==> src/source/jtkicker_rom_pkg.sv <==
package jtkicker_rom_pkg;

    // ROM byte address and data widths
    parameter int ADDR_W    = 16;
    parameter int DATA_W    = 8;

    // Read clients: main, sound, scroll and object
    parameter int N_CLIENTS = 4;
    parameter int ID_W      = (N_CLIENTS > 1) ? $clog2(N_CLIENTS) : 1;

    // Request queue depth, equal to the arbiter credits
    parameter int MEM_DEPTH = 4;

    // Cycles from queue pop to response
    parameter int MEM_LAT   = 3;

    // Scroll ROM region, nibbles swapped on download
    parameter int unsigned SCR_START_DEF = 32'h0000_4000;
    parameter int unsigned PCM_START_DEF = 32'h0000_8000;

endpackage

==> src/source/jtkicker_rom_resp.sv <==
`timescale 1ns/10ps

module jtkicker_rom_resp #(
    parameter int N_CLIENTS = jtkicker_rom_pkg::N_CLIENTS
) (
    input  logic                                clk,
    input  logic                                arst_n,
    input  logic                                rsp_valid,
    input  logic [jtkicker_rom_pkg::ID_W-1:0]   rsp_id,
    input  logic [jtkicker_rom_pkg::DATA_W-1:0] rsp_data,
    output logic [N_CLIENTS-1:0]                fill,
    output logic [jtkicker_rom_pkg::DATA_W-1:0] fill_data
);

    // One-hot fill for the slot that asked
    always_ff @(posedge clk or negedge arst_n) begin
        if (!arst_n) begin
            fill <= '0;
        end else begin
            fill <= rsp_valid ? (N_CLIENTS'(1) << rsp_id) : '0;
        end
    end

    // Data is shared by all slots
    always_ff @(posedge clk) begin
        if (rsp_valid) begin
            fill_data <= rsp_data;
        end
    end

endmodule

==> config.mk <==
export PLATFORM = sky130hd
export DESIGN_NAME = jtkicker_rom_resp
export DESIGN_NICKNAME = d
export VERILOG_FILES = /design/src/source/jtkicker_rom_pkg.sv /design/src/source/jtkicker_rom_resp.sv
export SDC_FILE = /design/constraint.sdc
export NUM_CORES = 1
export LEC_CHECK = 0
export BUFFER_PORTS_ARGS = -buffer_cell sky130_fd_sc_hd__buf_2
export CORE_AREA = 8 8 45 47
export DETAILED_ROUTE_END_ITERATION = 10
export DIE_AREA = 0 0 53 55
export PLACE_DENSITY_LB_ADDON = 0.25
export SLEW_MARGIN = 15
export SYNTH_ARGS = -nofsm -noshare
export SYNTH_HDL_FRONTEND = slang
export SYNTH_SLANG_ARGS = --single-unit
export TNS_END_PERCENT = 50
==> constraint.sdc <==
create_clock -name clk -period 1.02 [get_ports clk]
set_input_delay 0.204 -clock clk [delete_from_list [all_inputs] [get_ports clk]]
set_output_delay 0.204 -clock clk [all_outputs]
set_load 0.01 [all_outputs]
==> flow_summary.json <==
{
  "vias_per_cell": 4.016,
  "synth_xor_area_frac": 0,
  "cts_setup_buffers": 0,
  "die_h_um": 55,
  "synth_top_family_by_area": "simple AND/OR/NAND/NOR gates",
  "ant_nets": 0,
  "synth_most_common_cell": "edfxtp_1",
  "cp.arrival_ns": 0.77,
  "path_cells": "buf_2",
  "synth.top_cells.by_area": "edfxtp_1 64%, dfrtp_1 26%, and3b_1 4.6%",
  "hold_violations": 0,
  "syn_area_um2": 377.9,
  "ys.flop_type": "edfxtp_1",
  "multiInputGateArea_um2": 37.54,
  "fin_tns_setup_ns": 0,
  "rows": 14,
  "synthSimpleGateAreaFrac": 0.09934,
  "synth_cells": 16,
  "combPwrFrac": 0.091,
  "fin_total_pwr_mw": 1.012,
  "cts_made_buffers": 3,
  "vdd.ir_drop.worst_mv": 0.8115,
  "grt_max_degree": 13,
  "synth_common_cells": "8 x edfxtp_1, 4 x dfrtp_1, 2 x and3b_1",
  "track_usage": 0.06087,
  "avgRoutedWirePerCell_um": 12.97,
  "leakage_nw": 0.2791,
  "cts-root-buf": "clkbuf_4",
  "antenna_cells": 0,
  "place_congestion": 0.6500,
  "drt-initial-drc-count": 6,
  "power.switching_uw": 197.4,
  "num_vias": 245,
  "drt_wl_total_um": 791,
  "min_path_type": "input port to flip-flop",
  "yosysTopAreaCellShare": 0.6358,
  "cp-end-kind": "output pin",
  "maxSlewViolCount": 0,
  "setup_violations": 0,
  "synth-seq-area-share": 0.9007,
  "cpPeakStageDelay_ns": 0.37,
  "path_delay_family": "flip-flops",
  "async_reset_ff_frac": 0.3333,
  "cp.required_ns": 0.82,
  "cp_max_fo": 1,
  "io_pins": 25,
  "cp.buffers_inverters": 1,
  "ys_warn_count": 0,
  "cp-start-kind": "flip-flop",
  "cts_tree": "built",
  "status": "complete, no violations",
  "port_buffers": 24,
  "synth_fp_nets": 29,
  "p_int_uw": 814.6,
  "cts.htree.levels": 1,
  "final_layout_size_suffix_gt1_frac": 0.6667,
  "grt_overflow": 0,
  "clockBufferDepth": 2,
  "remaining_drc_errors": 0,
  "synth-compound-area-share": 0,
  "critPathKind": "flip-flop to output pin",
  "max_cap_violations": 0,
  "synth-edff-count": 8,
  "start_util": 0.2731,
  "p_sw_frac": 0.1950,
  "grt_pass1_wl_mm": 1.242,
  "crit_cells": 1,
  "n_fill_cell": 132,
  "syn_to_final_growth_pct": 49.34,
  "grt_pass1_vias": 271,
  "synth_cell_types": 5,
  "period_needed_ns": 0.9704,
  "post_cts_resized": 0,
  "nets": 59,
  "ys_ff_latch": 12,
  "rsz0062_at_grt": "true",
  "final_area_um2": 564.3,
  "dpl-instance-area_um2": 518.0,
  "core_area_um2": 1384,
  "die_w_um": 53,
  "clk_pin_slew_worst_paths_ns": 0.07,
  "clock-sinks": 12,
  "finalNonFillerCells": 61,
  "antenna_found_initial": 0,
  "dp_cells": 56,
  "first_pass_iters": 4,
  "ff_latch_area_um2": 340.3,
  "syn_area_per_cell_um2": 23.62,
  "die-area_um2": 2915,
  "synth-adder-area-share": 0,
  "critPathSlowestCell": "dfrtp_1",
  "synth_top_cell_by_area": "edfxtp_1",
  "max_freq_mhz": 1031,
  "finalCritPeriodShare": 0.9513,
  "worstMarginPinSlew_ns": 0.2339,
  "p_seq_frac": 0.553,
  "p_per_area_nw_per_um2": 1793,
  "synthMuxAreaShare": 0,
  "slew_headroom": 0.8441,
  "p_clk_frac": 0.356,
  "whs_path_depth": 1,
  "hold_slack_ns": 0.1160
}
[worst paths after layout]
path | start | endpoint | slack (ns)
min in group asynchronous | arst_n | fill[2] | 0.27
setup / recovery | fill[2] | fill[2] | 0.05
max in group asynchronous | arst_n | fill[0] | 0.64
hold / removal | rsp_data[5] | fill_data[5] | 0.12
[cells in the final DEF, fill, tap and decap left out]
master / count
and3b_1: 2
and3_2: 1
dlygate4sd3_1: 1
clkbuf_8: 1
edfxtp_1: 8
buf_2: 24
clkbuf_4: 3
nor3b_2: 1
dfrtp_1: 4
[kinds of logic after synthesis]
logic type | count (synthesis)
simple gates | 4
flops | 12
[stage by stage]
step	utilization	setup slack, ns
3_3_place_gp	0.3743	0.2820
2_1_floorplan	-	0.4222
4_1_cts	0.4078	0.03235
3_5_place_dp	0.3743	0.2580
5_1_grt	0.4078	-0.01278
6_report	0.4078	0.04963
[per-layer routing]
layer | global-route usage | share of wire | vias to the layer above
met5 | 0 | 0 | -
met1 | 0.05197 | 0.33 | 112
met2 | 0.1074 | 0.53 | 14
li1 | - | - | 119
met3 | 0.04278 | 0.14 | 0
met4 | 0.02586 | 0 | 0
[cell type report]
cell class / count / area share
multi-input cells: 4 / 0.06652
flip-flops and latches: 12 / 0.6031
well taps: 16 / 0.03548
clock buffers: 4 / 0.06430
repair buffers: 25 / 0.2306
[sequential cells by signal, summed over array words and instances (netlist names)]
register	count
fill	4
fill_data	8
[timing repair]
action                     4_1_cts  5_1_grt
hold buffers                     1        0
setup endpoints to repair        0        1
hold endpoints to repair         4        0
[power groups by stage]
stage	clock network [mW]	logic (mW)	registers, mW
finish	0.360	0.0921	0.560
global placement	0	0.0886	0.571
detailed placement	0	0.0925	0.571
CTS	0.370	0.0955	0.561
floorplan	0	0.00614	0.592
global route	0.402	0.102	0.564
No activity file was read; power rests on OpenSTA's default activity.
