**src/source/jtkicker_rom_pkg.sv**
```systemverilog
package jtkicker_rom_pkg;

    // ROM byte address and data widths
    parameter int ADDR_W    = 16;
    parameter int DATA_W    = 8;

    // Read clients: main, sound, scroll and object
    parameter int N_CLIENTS = 4;
    parameter int ID_W      = (N_CLIENTS > 1) ? $clog2(N_CLIENTS) : 1;

    // Request queue depth, equal to the arbiter credits
    parameter int MEM_DEPTH = 4;

    // Cycles from queue pop to response
    parameter int MEM_LAT   = 3;

    // Scroll ROM region, nibbles swapped on download
    parameter int unsigned SCR_START_DEF = 32'h0000_4000;
    parameter int unsigned PCM_START_DEF = 32'h0000_8000;

endpackage

```
**src/source/jtkicker_prog_swap.sv**
```systemverilog
`timescale 1ns/10ps

module jtkicker_prog_swap #(
    parameter int          ADDR_W    = jtkicker_rom_pkg::ADDR_W,
    parameter int unsigned SCR_START = jtkicker_rom_pkg::SCR_START_DEF,
    parameter int unsigned PCM_START = jtkicker_rom_pkg::PCM_START_DEF
) (
    input  logic                                clk,
    input  logic                                arst_n,
    input  logic                                prog_we,
    input  logic [ADDR_W-1:0]                   prog_addr,
    input  logic [jtkicker_rom_pkg::DATA_W-1:0] prog_data,
    output logic                                wr_en,
    output logic [ADDR_W-1:0]                   wr_addr,
    output logic [jtkicker_rom_pkg::DATA_W-1:0] wr_data
);

    logic in_scr;

    // Scroll tiles are stored with their nibbles reversed
    assign in_scr = (prog_addr >= SCR_START) && (prog_addr < PCM_START);

    always_ff @(posedge clk or negedge arst_n) begin
        if (!arst_n) begin
            wr_en <= 1'b0;
        end else begin
            wr_en <= prog_we;
        end
    end

    always_ff @(posedge clk) begin
        if (prog_we) begin
            wr_addr <= prog_addr;
            wr_data <= in_scr ? {prog_data[3:0], prog_data[7:4]} : prog_data;
        end
    end

endmodule

```
**config.mk**
```make
export PLATFORM = sky130hd
export DESIGN_NAME = jtkicker_prog_swap
export DESIGN_NICKNAME = d
export VERILOG_FILES = /design/src/source/jtkicker_rom_pkg.sv /design/src/source/jtkicker_prog_swap.sv
export SDC_FILE = /design/constraint.sdc
export NUM_CORES = 1
export LEC_CHECK = 0
export ABC_AREA = 1
export BUFFER_PORTS_ARGS = -buffer_cell sky130_fd_sc_hd__buf_2
export CORE_MARGIN = 5
export CORE_UTILIZATION = 34
export DETAILED_ROUTE_END_ITERATION = 8
export PLACE_DENSITY = 0.71
export SLEW_MARGIN = 20
export SYNTH_ARGS = -nofsm -noshare
export SYNTH_HDL_FRONTEND = slang
export SYNTH_SLANG_ARGS = --single-unit
```
**constraint.sdc**
```tcl
create_clock -name clk -period 1.5 [get_ports clk]
set_clock_uncertainty 0.15 [all_clocks]
set_input_delay 0.225 -clock clk [delete_from_list [all_inputs] [get_ports clk]]
set_output_delay 0.225 -clock clk [all_outputs]
set_load 0.01 [all_outputs]
```
==> impl_metrics.csv, run 1 <==
group,metric,value,unit
status,status,"finished clean",
setup_path,cp.required,1.42,ns
global_routing,track_usage,0.102,
synthesis,synthCells,52,
timing,period_minus_slack,1.30,ns
setup_path,path_class,"input pin to register",
setup_path,slowest_delay,0.52,ns
routing,drcViolationCount,0,
synthesis,yosysSeqAreaShare,0.855,
global_routing,grt_pass1_wl,2.67,mm
min_path,hold_path_depth,3,
power,peakVddDrop,0.607,mV
setup_path,crit_chain,"dlygate4sd3_1 -> buf_2 -> inv_2 -> nand2_4 -> nand2_1 -> nand2_1",
routing,vias,642,
global_routing,grt_pass1_vias,667,
timing,fin_hold_ws,0.0464,ns
floorplanning,fp.dieArea,0.00368,mm2
setup_path,critPathBufInv,3,
setup_path,cp_data_arrival_time,1.23,ns
clocking,cts_tree,"done",
floorplanning,start_util,0.355,
clocking,htree_num_levels,1,
timing,drv_slew,0,
global_routing,antenna_found_initial,0,
timing,min_period_over_period,0.869,
clocking,cts_root_buffer,"clkbuf_4",
placement,gp_congestion,0.724,
timing,fmaxAchievable,767,MHz
floorplanning,fp.dieW,60.6,um
setup_path,cp-end-kind,"register",
placement,io_buffers,51,
clocking,numCtsBuffers,3,
final_layout,fin_nets,150,
min_path,hp-start,"prog_data[4]",
routing,drt_iter0_markers,10,
synthesis,synth_warnings,0,
setup_path,cp_top_family,"buffers and inverters",
timing,tightestPinTransition,0.523,ns
final_layout,fill_cells,206,
routing,viasPerCell,4.22,
timing,rsz0062_at_grt,"no",
power,cellPowerDensity,981,mW/mm2
synthesis,syn_area_per_cell,16.8,um2
setup_path,crit_slowest_cell,"dlygate4sd3_1",
timing,setup_viol,0,
synthesis,synth_area,872,um2
final_layout,antenna_cells,0,
flow_run,cap_viol_max_count,0,
floorplanning,core,0.00245,mm2
setup_path,start_kind,"input pin",
synthesis,synth_cell_types,7,
floorplanning,die_y,60.6,um
routing,drt_wl_total,1.77,mm
clocking,clk_path_buf_depth,2,
routing,dr.pass1.iters,4,
synthesis,syn_nets,79,
global_routing,grt_max_degree,26,
setup_path,crit_path_frequent_cell,"nand2_1",
placement,dp_hpwl,1.26,mm
final_layout,drive_gt1_frac,0.459,
timing,hold_viol_final,0,
floorplanning,rows,18,
min_path,holdPathEnd,"wr_data[4]",
power,power_leakage,0.609,nW
timing,maxSlewHeadroom,0.651,
clocking,cts_sinks,25,
clocking,post_cts_buffers,0,
min_path,hold_path_class,"input pin to register",
routing,avgRoutedWirePerCell,11.6,um
setup_path,critPathMaxFanout,9,
final_layout,area_growth,53.7,%
global_routing,grt-ovfl-total,0,
synthesis,ys_ff_latch,25,
routing,ant_nets,0,
timing,final.setup.tns,0,ns
clocking,clkSlewWorstSetupHoldPaths,0.12,ns
floorplanning,ioPinCount,52,
layout by cell type (no fill, tap or decap), drive strengths merged:
cell         instances
clkbuf               4
nand3                8
edfxtp              24
inv                  1
dlygate4sd3         16
buf                 51
nand2               17
dfrtp                1
state kept, by name, summed over array words and instances (netlist names):
signal,cells
wr_en,1
wr_data,8
wr_addr,16
area by class of cell:
| class | instances | area [um2] | area share |
|---|---|---|---|
| clock buffer | 4 | 26.3 | 0.0196 |
| multi-input combinational | 25 | 111 | 0.0831 |
| timing repair buffer | 67 | 415 | 0.310 |
| inverter | 1 | 3.75 | 0.00280 |
| tap | 30 | 37.5 | 0.0280 |
| sequential | 25 | 746 | 0.556 |
cells in the mapped netlist, drive strengths merged:
master / instances / area (um2)
nand3: 8 / 40.0
inv: 1 / 3.75
buf: 1 / 11.3
nand2: 17 / 71.3
dfrtp: 1 / 25.0
edfxtp: 24 / 721
how the worst max path moves through the flow:
stage | start | slack, ns | cells past startpoint | end
finish | prog_addr[15] | 0.20 | 6 | wr_data[3]
floorplan | prog_addr[15] | 0.59 | 4 | wr_data[1]
global route | prog_addr[15] | 0.15 | 6 | wr_data[7]
detailed placement | prog_we | 0.30 | 1 | wr_addr[7]
global placement | prog_we | 0.33 | 1 | wr_addr[7]
CTS | prog_addr[15] | 0.21 | 6 | wr_data[7]
metrics by stage:
| stage | instance area (um2) | power (mW) | worst slack (ns) | util | std cells |
|---|---|---|---|---|---|
| 2_1_floorplan | 872 | 0.920 | 0.594 | - | 52 |
| 3_3_place_gp | 1150 | 1.02 | 0.333 | 0.470 | 132 |
| 3_5_place_dp | 1150 | 1.02 | 0.304 | 0.470 | 132 |
| 4_1_cts | 1340 | 1.33 | 0.211 | 0.546 | 152 |
| 5_1_grt | 1340 | 1.38 | 0.154 | 0.546 | 152 |
| 6_report | 1340 | 1.31 | 0.197 | 0.546 | 152 |
layer usage:
layer  up-vias  part of all wire  global-route usage
li1        325                 -                   -
met1       283              0.33              0.0884
met2        32              0.52               0.197
met3         2              0.15              0.0426
met4         0            0.0051              0.0464
met5         -                 0                   0
logic make-up (layout without fill, tap and decap cells):
logic type | Yosys count | count (layout) | synth area share
AND/OR/NAND/NOR | 25 | 25 | 0.128
flip-flops | 25 | 25 | 0.855
buffers and inverters | 2 | 72 | 0.0172
where the power goes:
group	internal, mW	switching (mW)
logic	0.0965	0.0976
clock network	0.104	0.176
registers	0.829	0.0115
repair_timing:
item	4_1_cts	5_1_grt
hold buffers	16	0
gates resized for setup	0	0
hold endpoints to repair	16	0
Note: power is estimated with default switching activity, not from simulation.
==> run 2, diff against run 1 <==
- clock period: 1.5 -> 1.25 ns (I/O delays scaled with it)
==> run 2 against run 1 <==
Compared with the run above:
- global-route usage rose by 0.13 points
- non-clock buffer count is 4 higher
- hold slack worse by 0.041 ns
- clock power grew 23%
- combinational power is 28% higher
- routed wire length increased by 3.3%
- highest routed layer is now met3
==> impl_metrics.csv, run 2 (synthesis results as in run 1) <==
group,metric,value,unit
status,status,"finished clean",
placement,io_buffers,51,
clocking,clk_path_buf_depth,2,
final_layout,area_growth,59.5,%
min_path,hold_path_class,"input pin to register",
placement,dpl_worst_slack,0.191,ns
global_routing,use_met2,0.205,
power,cellPowerDensity,1150,mW/mm2
final_layout,regArea,746,um2
timing,hold_viol_final,0,
final_layout,antenna_cells,0,
clocking,numCtsBuffers,3,
setup_path,cp-startpoint,"wr_data[4]",
setup_path,crit_slowest_cell,"edfxtp_1",
routing,drt_iter0_markers,9,
routing,avgRoutedWirePerCell,11.7,um
setup_path,crit_chain,"buf_2",
placement,place_area,0.00117,mm2
setup_path,start_kind,"register",
floorplanning,fp.dieArea,0.00368,mm2
flow_run,cap_viol_max_count,0,
power,peakVddDrop,0.883,mV
setup_path,cp_data_arrival_time,0.86,ns
global_routing,use_met3,0.0447,
global_routing,grtUsageMet1,0.0884,
floorplanning,rows,18,
global_routing,antenna_found_initial,0,
clocking,cts_root_buffer,"clkbuf_4",
global_routing,busiest_layer,"met2",
routing,drcViolationCount,0,
timing,worst_slack,0.0521,ns
timing,drv_slew,0,
final_layout,largest_reg_flops,16,
final_layout,fin_nets,154,
setup_path,cp_top_family,"flip-flops",
global_routing,grt_pass1_wl,2.79,mm
final_layout,fill_cells,207,
final_layout,multi_input_area,111,um2
final_layout,post-route-util,0.567,
final_layout,final_cell_mix,"51 x buf_2, 24 x edfxtp_1, 19 x dlygate4sd3_1, 16 x nand2_1, 8 x nand3_1",
floorplanning,core,0.00245,mm2
timing,min_period_over_period,0.958,
setup_path,path_class,"register to output port",
final_layout,top_register,"wr_addr",
final_layout,reg_top3,"wr_addr (16), wr_data (8), wr_en (1)",
final_layout,final_area,0.00139,mm2
clocking,post_cts_buffers,0,
setup_path,cp-end-kind,"output port",
routing,viasPerCell,4.33,
setup_path,cp.required,0.91,ns
timing,maxSlewHeadroom,0.869,
clocking,cts_sinks,25,
timing,tightestPinTransition,0.196,ns
global_routing,track_usage,0.103,
timing,period_minus_slack,1.20,ns
global_routing,grt-ovfl-total,0,
routing,ant_nets,0,
global_routing,grt_pass1_vias,724,
floorplanning,fp.dieW,60.6,um
power,power_leakage,0.633,nW
clocking,clkSlewWorstSetupHoldPaths,0.14,ns
timing,fmaxAchievable,835,MHz
setup_path,critPathMaxFanout,1,
timing,fin_hold_ws,0.00539,ns
timing,rsz0062_at_grt,"yes",
floorplanning,start_util,0.355,
routing,dr.pass1.iters,3,
setup_path,slowest_delay,0.40,ns
floorplanning,die_y,60.6,um
clocking,htree_num_levels,1,
final_layout,layout_commonest_cell,"buf_2",
timing,setup_viol,0,
floorplanning,ioPinCount,52,
final_layout,drive_gt1_frac,0.460,
placement,gp_congestion,0.709,
routing,drt_wl_total,1.82,mm
global_routing,grt_max_degree,26,
routing,vias,675,
setup_path,critPathBufInv,1,
clocking,cts_tree,"done",
min_path,hp-start,"prog_data[3]",
run 2: cell count changes in the layout (fill, tap and decap cells not counted), sizes merged:
cell	before	now
dlygate4sd3	16	19
clkinv	0	1
buf	51	52
clkbuf	4	3
run 2: power breakdown:
part / internal [mW] / switching [mW]
Sequential: 0.994 / 0.0149
Combinational: 0.128 / 0.120
Clock: 0.119 / 0.226
run 2: per-layer routing:
layer	routed length, um	vias to the layer above
li1	-	335
met1	568	310
met2	979	30
met3	276	0
met4	0	0
met5	0	-
run 2: path summary, 6_finish.rpt:
check | end | depth (start not counted)
max | wr_data[4] | 1
min in group asynchronous | wr_en | 2
min | wr_data[3] | 3
max in group asynchronous | wr_en | 2
run 2: timing repair:
item                                    in CTS  in global routing
endpoints found under the hold margin       18                  1
gates resized for setup                      0                  0
hold buffers                                18                  1
endpoints found under the setup margin       0                  1
run 2: cell type report:
cell class,instances,share of cell area
timing repair buffer,71,0.335
inverter,1,0.00270
tap,30,0.0270
multi-input combinational,25,0.0800
clock buffer,3,0.0162
clock inverter,1,0.00360
sequential,25,0.536
run 2: stage by stage:
stage	std cells	total power [mW]	TNS, ns
finish	156	1.60	0
global route	156	1.69	-0.0113
CTS	155	1.62	0
global placement	133	1.23	0
floorplan	52	1.10	0
detailed placement	133	1.24	0
