[config.mk]
export PLATFORM = sky130hd
export DESIGN_NAME = jtkicker_rom_slot
export DESIGN_NICKNAME = d
export VERILOG_FILES = /design/src/source/jtkicker_rom_pkg.sv /design/src/source/jtkicker_rom_slot.sv
export SDC_FILE = /design/constraint.sdc
export NUM_CORES = 1
export LEC_CHECK = 0
export BUFFER_PORTS_ARGS = -buffer_cell sky130_fd_sc_hd__buf_2
export CAP_MARGIN = 0
export CELL_PAD_IN_SITES_DETAIL_PLACEMENT = 0
export CELL_PAD_IN_SITES_GLOBAL_PLACEMENT = 1
export CORE_MARGIN = 4
export CORE_UTILIZATION = 35
export DETAILED_ROUTE_END_ITERATION = 6
export GPL_TIMING_DRIVEN = 0
export PLACE_DENSITY = 0.69
export REMOVE_ABC_BUFFERS = 1
export SYNTH_ARGS = -nofsm -noshare
export SYNTH_HDL_FRONTEND = slang
export SYNTH_SLANG_ARGS = --single-unit
[constraint.sdc]
create_clock -name clk -period 4.15 [get_ports clk]
set_input_delay 0.6225 -clock clk [delete_from_list [all_inputs] [get_ports clk]]
set_output_delay 0.6225 -clock clk [all_outputs]
set_load 0.02 [all_outputs]
[src/source/jtkicker_rom_pkg.sv]
package jtkicker_rom_pkg;

    // ROM byte address and data widths
    parameter int ADDR_W    = 16;
    parameter int DATA_W    = 8;

    // Read clients: main, sound, scroll and object
    parameter int N_CLIENTS = 4;
    parameter int ID_W      = (N_CLIENTS > 1) ? $clog2(N_CLIENTS) : 1;

    // Request queue depth, equal to the arbiter credits
    parameter int MEM_DEPTH = 4;

    // Cycles from queue pop to response
    parameter int MEM_LAT   = 3;

    // Scroll ROM region, nibbles swapped on download
    parameter int unsigned SCR_START_DEF = 32'h0000_4000;
    parameter int unsigned PCM_START_DEF = 32'h0000_8000;

endpackage

[src/source/jtkicker_rom_slot.sv]
`timescale 1ns/10ps

module jtkicker_rom_slot #(
    parameter int ADDR_W = jtkicker_rom_pkg::ADDR_W
) (
    input  logic                                clk,
    input  logic                                arst_n,
    // Client side
    input  logic                                rom_cs,
    input  logic [ADDR_W-1:0]                   rom_addr,
    output logic [jtkicker_rom_pkg::DATA_W-1:0] rom_data,
    output logic                                rom_ok,
    // Arbiter side
    output logic                                req,
    output logic [ADDR_W-1:0]                   req_addr,
    input  logic                                gnt,
    // Response router side
    input  logic                                fill,
    input  logic [jtkicker_rom_pkg::DATA_W-1:0] fill_data
);

    logic [ADDR_W-1:0] cache_addr;
    logic              valid;
    logic              pend;
    logic              hit;
    logic              launch;

    // A fill makes the fetched address the cached one
    always_comb begin
        if (fill) begin
            hit = rom_addr == req_addr;
        end else begin
            hit = valid && (rom_addr == cache_addr);
        end
    end

    assign launch = !req && !pend && rom_cs && !hit;

    always_ff @(posedge clk or negedge arst_n) begin
        if (!arst_n) begin
            req    <= 1'b0;
            pend   <= 1'b0;
            valid  <= 1'b0;
            rom_ok <= 1'b0;
        end else begin
            rom_ok <= rom_cs && hit;
            if (fill) begin
                pend  <= 1'b0;
                valid <= 1'b1;
            end else if (req && gnt) begin
                req  <= 1'b0;
                pend <= 1'b1;
            end else if (launch) begin
                req   <= 1'b1;
                valid <= 1'b0;
            end
        end
    end

    // Cached data and address
    always_ff @(posedge clk) begin
        if (launch) begin
            req_addr <= rom_addr;
        end
        if (fill) begin
            cache_addr <= req_addr;
            rom_data   <= fill_data;
        end
    end

    // Router must only answer a granted request
    assert property (@(posedge clk) disable iff (!arst_n) fill |-> pend);

endmodule

==> flow_metrics.env, run 1 <==
export IMPL_dpl_instance_area_um2=2102
export IMPL_ir_drop_uv=193.3
export IMPL_synth_distinct_cells=20
export IMPL_synth_top_area_frac=0.6957
export IMPL_antenna_found_initial=0
export IMPL_setup_viol=0
export IMPL_yosysTopAreaCell="edfxtp_1"
export IMPL_wl_mm=3.309
export IMPL_maxCapViolCount=0
export IMPL_p_total_mw=0.9432
export IMPL_fmax_mhz=454.4
export IMPL_grt_pass1_vias=1061
export IMPL_cts_buffers_inserted=5
export IMPL_n_fill_cell=435
export IMPL_hold_path_class="in2async"
export IMPL_vias_per_cell=4.469
export IMPL_finalClockSkew_ns=0.006371
export IMPL_cts_resized=0
export IMPL_clkLatencyLatePin_ns=0.29
export IMPL_synth_most_common_cell="edfxtp_1"
export IMPL_finalMaxSlewViolations=0
export IMPL_dr_total_vias=1019
export IMPL_synthFlopType="edfxtp_1"
export IMPL_worstPathArrival_ns=2.20
export IMPL_status="finished clean"
export IMPL_cts_hold_buf=0
export IMPL_cts_clk_slew_worst_paths_ns=0.07
export IMPL_grt_max_degree=31
export IMPL_ant_nets=0
export IMPL_gp_congestion=0.6523
export IMPL_rows=25
export IMPL_netlist_top_cells_count="40 x edfxtp_1, 28 x xor2_1, 6 x nor4_1"
export IMPL_use_met1=0.1394
export IMPL_final_nets=190
export IMPL_drc=0
export IMPL_met2_usage=0.1798
export IMPL_coreArea_um2=4755
export IMPL_p_leak_nw=0.8610
export IMPL_hpwl_mm=2.462
export IMPL_cts_tree="built"
export IMPL_cp_end_kind="flip-flop"
export IMPL_drt_iter0_markers=43
export IMPL_dp_cells=221
export IMPL_ios=55
export IMPL_drive_gt1_frac=0.4099
export IMPL_rsz0062_at_grt="false"
export IMPL_hold_violations=0
export IMPL_overflow=0
export IMPL_stdcell_area_um2=2178
export IMPL_critical_path_class="in2reg"
export IMPL_dp_slack_ns=1.622
export IMPL_cts_sinks=44
export IMPL_seq_area_frac_synth=0.7536
export IMPL_die_area_um2=6121
export IMPL_start_util=0.3632
export IMPL_die_w_um=78.24
export IMPL_gr_max_usage_layer="met2"
export IMPL_yosys_warnings=0
export IMPL_synth_enable_flop_cells=40
export IMPL_antennaDiodeCount=0
export IMPL_post_cts_buffers=0
export IMPL_cts_buffer_depth=2
export IMPL_drt_first_pass_iters=4
export IMPL_cts_root_buf="clkbuf_8"
export IMPL_avgSynthCellArea_um2=17.62
export IMPL_period_minus_slack_ns=2.201
export IMPL_utilization=0.4582
export IMPL_met3_usage=0.04702
export IMPL_synth_seq_cells=44
export IMPL_grt_usage=0.1159
export IMPL_worst_slew_pin_transition_ns=0.6442
export IMPL_setup_tns_final_ns=0
export IMPL_slowest_stage="buf_2"
export IMPL_synth_area_top_cells="edfxtp_1 70%, xor2_1 14%, dfrtp_1 5.8%"
export IMPL_syn_cell_area_um2=1727
export IMPL_finalCritPeriodShare=0.5303
export IMPL_async_reset_ff_frac=0.09091
export IMPL_grt_pass1_wl_mm=5.299
export IMPL_port_buffers=54
export IMPL_fin_cells=228
export IMPL_power_density_nw_per_um2=433.0
export IMPL_startpoint_type="input port"
export IMPL_die_y_um=78.24
export IMPL_crit_path_max_fanout=30
export IMPL_syn_inst=98
export IMPL_hold_ws_ns=0.1206
export IMPL_avgRoutedWirePerCell_um=14.51
export IMPL_cp_required_ns=4.15
export IMPL_cts_htree_levels=2
export IMPL_max_stage_delay_ns=0.50
export IMPL_crit_chain="buf_2 > nor3b_1 > nand4_1 > o22ai_2 > nor4b_2 > buf_4"
export IMPL_worst_slack_ns=1.949
export IMPL_area_growth_syn_to_layout_pct=26.16
export IMPL_relSlewSlack=0.5705
==> worst paths after layout <==
| kind | end | slack (ns) | startpoint | cells past startpoint |
|---|---|---|---|---|
| worst max-delay path | req_addr[6] | 1.95 | fill | 6 |
| worst min-delay path | valid | 0.12 | arst_n | 1 |
| worst max register to register | req_addr[6] | 2.23 | req_addr[0] | 6 |
| worst min register to register | cache_addr[3] | 0.50 | req_addr[3] | 0 |
| max in group asynchronous | req | 3.92 | arst_n | 1 |
| min in group clk | rom_data[0] | 0.50 | fill_data[0] | 1 |
==> state kept, by name (all words and copies together), names as in the netlist <==
name	count
req	1
rom_ok	1
valid	1
rom_data	8
pend	1
cache_addr	16
req_addr	16
==> worst max-delay path: cells and delay by family <==
family                 cells  cell delay, ns
buffers and inverters      2            0.76
AOI/OAI and AO/OA          1            0.11
and+or+nand+nor            3            0.70
==> power by group <==
part	switching (mW)	total, mW	internal (mW)
combinational	0.0847	0.139	0.0547
clock	0.133	0.244	0.111
sequential	0.0256	0.560	0.534
total	0.243	0.943	0.700
==> routing by layer <==
layer / vias up / share of wire
li1: 492 / -
met1: 480 / 0.43
met2: 41 / 0.47
met3: 6 / 0.078
met4: 0 / 0.022
met5: - / 0
==> cell families (layout without fill, tap and decap cells) <==
family                    Yosys count  in the layout  synth area share
DFF                                44             44            0.7536
buffers and inverters               1             64          0.002172
AOI/OAI and AO/OA                   5              5           0.02391
and+or+nand+nor                    16             16           0.05797
xor gates and xnor gates           32             32            0.1623
==> cell usage in the layout (no fill, tap or decap), drive strengths merged <==
cell type	count
buf	56
edfxtp	40
xor2	28
nor4	6
clkbuf	5
xnor2	4
dfrtp	4
nand4	2
clkinv	2
nand2	1
nor3	1
nand3	1
nor3b	1
o22ai	1
nor4b	1
and2	1
or3b	1
inv	1
o21ai	1
o31ai	1
o32a	1
a21oi	1
nor2	1
==> area by class of cell <==
class	instances	area [um^2]	share of cell area
clock buffer	5	68.82	0.03159
clock inverter	2	7.507	0.003446
inverter	1	3.754	0.001723
multi-input combinational	53	427.9	0.1964
sequential	44	1301	0.5974
tap	67	83.83	0.03848
timing repair buffer	56	285.3	0.1310
Power figures use the tool's default switching activity.
==> run 2: changes to the inputs <==
--- a/config.mk
+++ b/config.mk
@@ -13,7 +13,7 @@
 export CORE_UTILIZATION = 35
 export DETAILED_ROUTE_END_ITERATION = 6
 export GPL_TIMING_DRIVEN = 0
-export PLACE_DENSITY = 0.69
+export PLACE_DENSITY = 0.72
 export REMOVE_ABC_BUFFERS = 1
 export SYNTH_ARGS = -nofsm -noshare
 export SYNTH_HDL_FRONTEND = slang
==> constraint.sdc (replaced) <==
create_clock -name clk -period 1.9 [get_ports clk]
set_input_delay 0.285 -clock clk [delete_from_list [all_inputs] [get_ports clk]]
set_output_delay 0.285 -clock clk [all_outputs]
set_load 0.02 [all_outputs]
==> run 2 against run 1 <==
Global-route usage rose by 0.14 points. Largest power group unchanged. Largest cell class unchanged. Clock-buffer cell count did not move. Critical endpoint is now req_addr[4]. Wire length rose by 4.4%. Die area did not move.
==> flow_metrics.env, run 2 (same netlist as run 1, synthesis figures left out) <==
export IMPL_status="finished clean"
export IMPL_holdPathEnd="rom_data[4]"
export IMPL_grt_usage=0.1173
export IMPL_drc=0
export IMPL_p_leak_nw=0.8923
export IMPL_worstPathArrival_ns=1.91
export IMPL_cts_buffer_depth=2
export IMPL_die_area_um2=6121
export IMPL_fmax_mhz=540.4
export IMPL_finalMaxSlewViolations=0
export IMPL_layout_commonest_cell="buf_2"
export IMPL_layout_common_cells="54 x buf_2, 40 x edfxtp_1, 26 x xor2_1, 5 x clkbuf_8"
export IMPL_rsz0062_at_grt="true"
export IMPL_maxCapViolCount=0
export IMPL_critical_path_class="reg2reg"
export IMPL_dr_wl_met3_um=277
export IMPL_min_path_cells=1
export IMPL_area_growth_syn_to_layout_pct=31.30
export IMPL_rows=25
export IMPL_top_layer_used="met4"
export IMPL_r2r_start="req_addr[9]"
export IMPL_die_w_um=78.24
export IMPL_max_stage_delay_ns=0.43
export IMPL_finalClockSkew_ns=0.006688
export IMPL_r2r_cells=6
export IMPL_crit_chain="xor2_1 > nor4_2 > nand4_1 > o22ai_4 > nor4b_4 > buf_6"
export IMPL_clkLatencyLatePin_ns=0.29
export IMPL_drt_iter0_markers=41
export IMPL_cp_end_kind="flip-flop"
export IMPL_dr_total_vias=1051
export IMPL_ios=55
export IMPL_gp_congestion=0.7352
export IMPL_port_buffers=54
export IMPL_start_util=0.3632
export IMPL_cts_htree_levels=2
export IMPL_cts_root_buf="clkbuf_8"
export IMPL_utilization=0.4768
export IMPL_die_y_um=78.24
export IMPL_cts_buffers_inserted=5
export IMPL_final_nets=193
export IMPL_setup_viol=0
export IMPL_grt_pass1_vias=1070
export IMPL_grt_max_degree=31
export IMPL_reg_largest_list="cache_addr x16, req_addr x16, rom_data x8"
export IMPL_relSlewSlack=0.5711
export IMPL_wl_mm=3.455
export IMPL_vias_per_cell=4.530
export IMPL_worst_slew_pin_transition_ns=0.6433
export IMPL_antennaDiodeCount=0
export IMPL_fin_cells=232
export IMPL_cts_sinks=44
export IMPL_n_fill_cell=463
export IMPL_hold_violations=0
export IMPL_crit_path_max_fanout=8
export IMPL_wl_met1_mm=1.518
export IMPL_ant_nets=0
export IMPL_drive_gt1_frac=0.4545
export IMPL_min_delay_start="fill_data[4]"
export IMPL_coreArea_um2=4755
export IMPL_hold_path_class="in2reg"
export IMPL_rr_endpoint="req_addr[4]"
export IMPL_cts_clk_slew_worst_paths_ns=0.08
export IMPL_power_density_nw_per_um2=933.9
export IMPL_cts_tree="built"
export IMPL_ff2ff_setup_slack_ns=0.05
export IMPL_overflow=0
export IMPL_dp_cells=221
export IMPL_p_total_mw=2.117
export IMPL_slowest_stage="edfxtp_1"
export IMPL_avgRoutedWirePerCell_um=14.89
export IMPL_cp_required_ns=1.96
export IMPL_ir_drop_uv=360.9
export IMPL_period_minus_slack_ns=1.851
export IMPL_hpwl_mm=2.515
export IMPL_antenna_found_initial=0
export IMPL_startpoint_type="flip-flop"
export IMPL_grt_pass1_wl_mm=5.388
export IMPL_met2_wirelength_mm=1.592
export IMPL_drt_first_pass_iters=2
export IMPL_finalCritPeriodShare=0.9740
## run 2: area by class of cell
type	count	area, um^2	area share
inverters	1	3.754	0.001656
multi-input cells	53	478.0	0.2108
repair buffers	59	317.8	0.1402
clock buffers	5	68.82	0.03035
clock inverters	3	13.76	0.006071
flip-flops and latches	44	1301	0.5740
well taps	67	83.83	0.03698
## run 2: repair_timing
item / 4_1_cts / 5_1_grt
hold buffers: 1 / 0
pin swaps: 1 / 1
buffers inserted: 2 / 0
resized for setup: 5 / 4
endpoints found under the hold margin: 4 / 0
setup endpoints to repair: 14 / 16
## run 2: metrics by stage
stage	hold WS [ns]	instance area, um^2	TNS (ns)	setup WS, ns
finish	0.1631	2267	0	0.04942
global placement	0.08794	2081	-39.99	-2.501
floorplan	-0.01059	1727	-19.89	-1.243
global route	0.1423	2267	-0.6767	-0.05499
detailed placement	0.09466	2102	-6.310	-0.4302
CTS	0.1549	2245	0	0.002148
## run 2: worst max path at each step
stage,from,slack [ns],to
after floorplan,req_addr[9],-1.24,req_addr[0]
after global placement,fill,-2.50,req_addr[4]
after detailed placement,fill,-0.43,req_addr[4]
after CTS,req_addr[9],0.002,req_addr[4]
after global routing,req_addr[9],-0.05,req_addr[4]
final,req_addr[9],0.05,req_addr[4]
## run 2: metal layers
metal / GRT usage / up-vias
met4: 0.05769 / 0
met1: 0.1445 / 511
met5: 0 / -
met3: 0.05275 / 5
li1: - / 496
met2: 0.1747 / 39
## run 2: worst max-delay path, delay by kind of cell, from the launching register on
family	cells	cell delay [ns]
compound gates	1	0.25
xor+xnor	1	0.17
buf+inv	1	0.15
flops	1	0.43
simple gates	3	0.60
## run 2: power by group
part	switching (mW)	leakage [nW]	internal (mW)
Clock	0.300	0.0453	0.250
Sequential	0.0617	0.435	1.17
Combinational	0.200	0.412	0.140
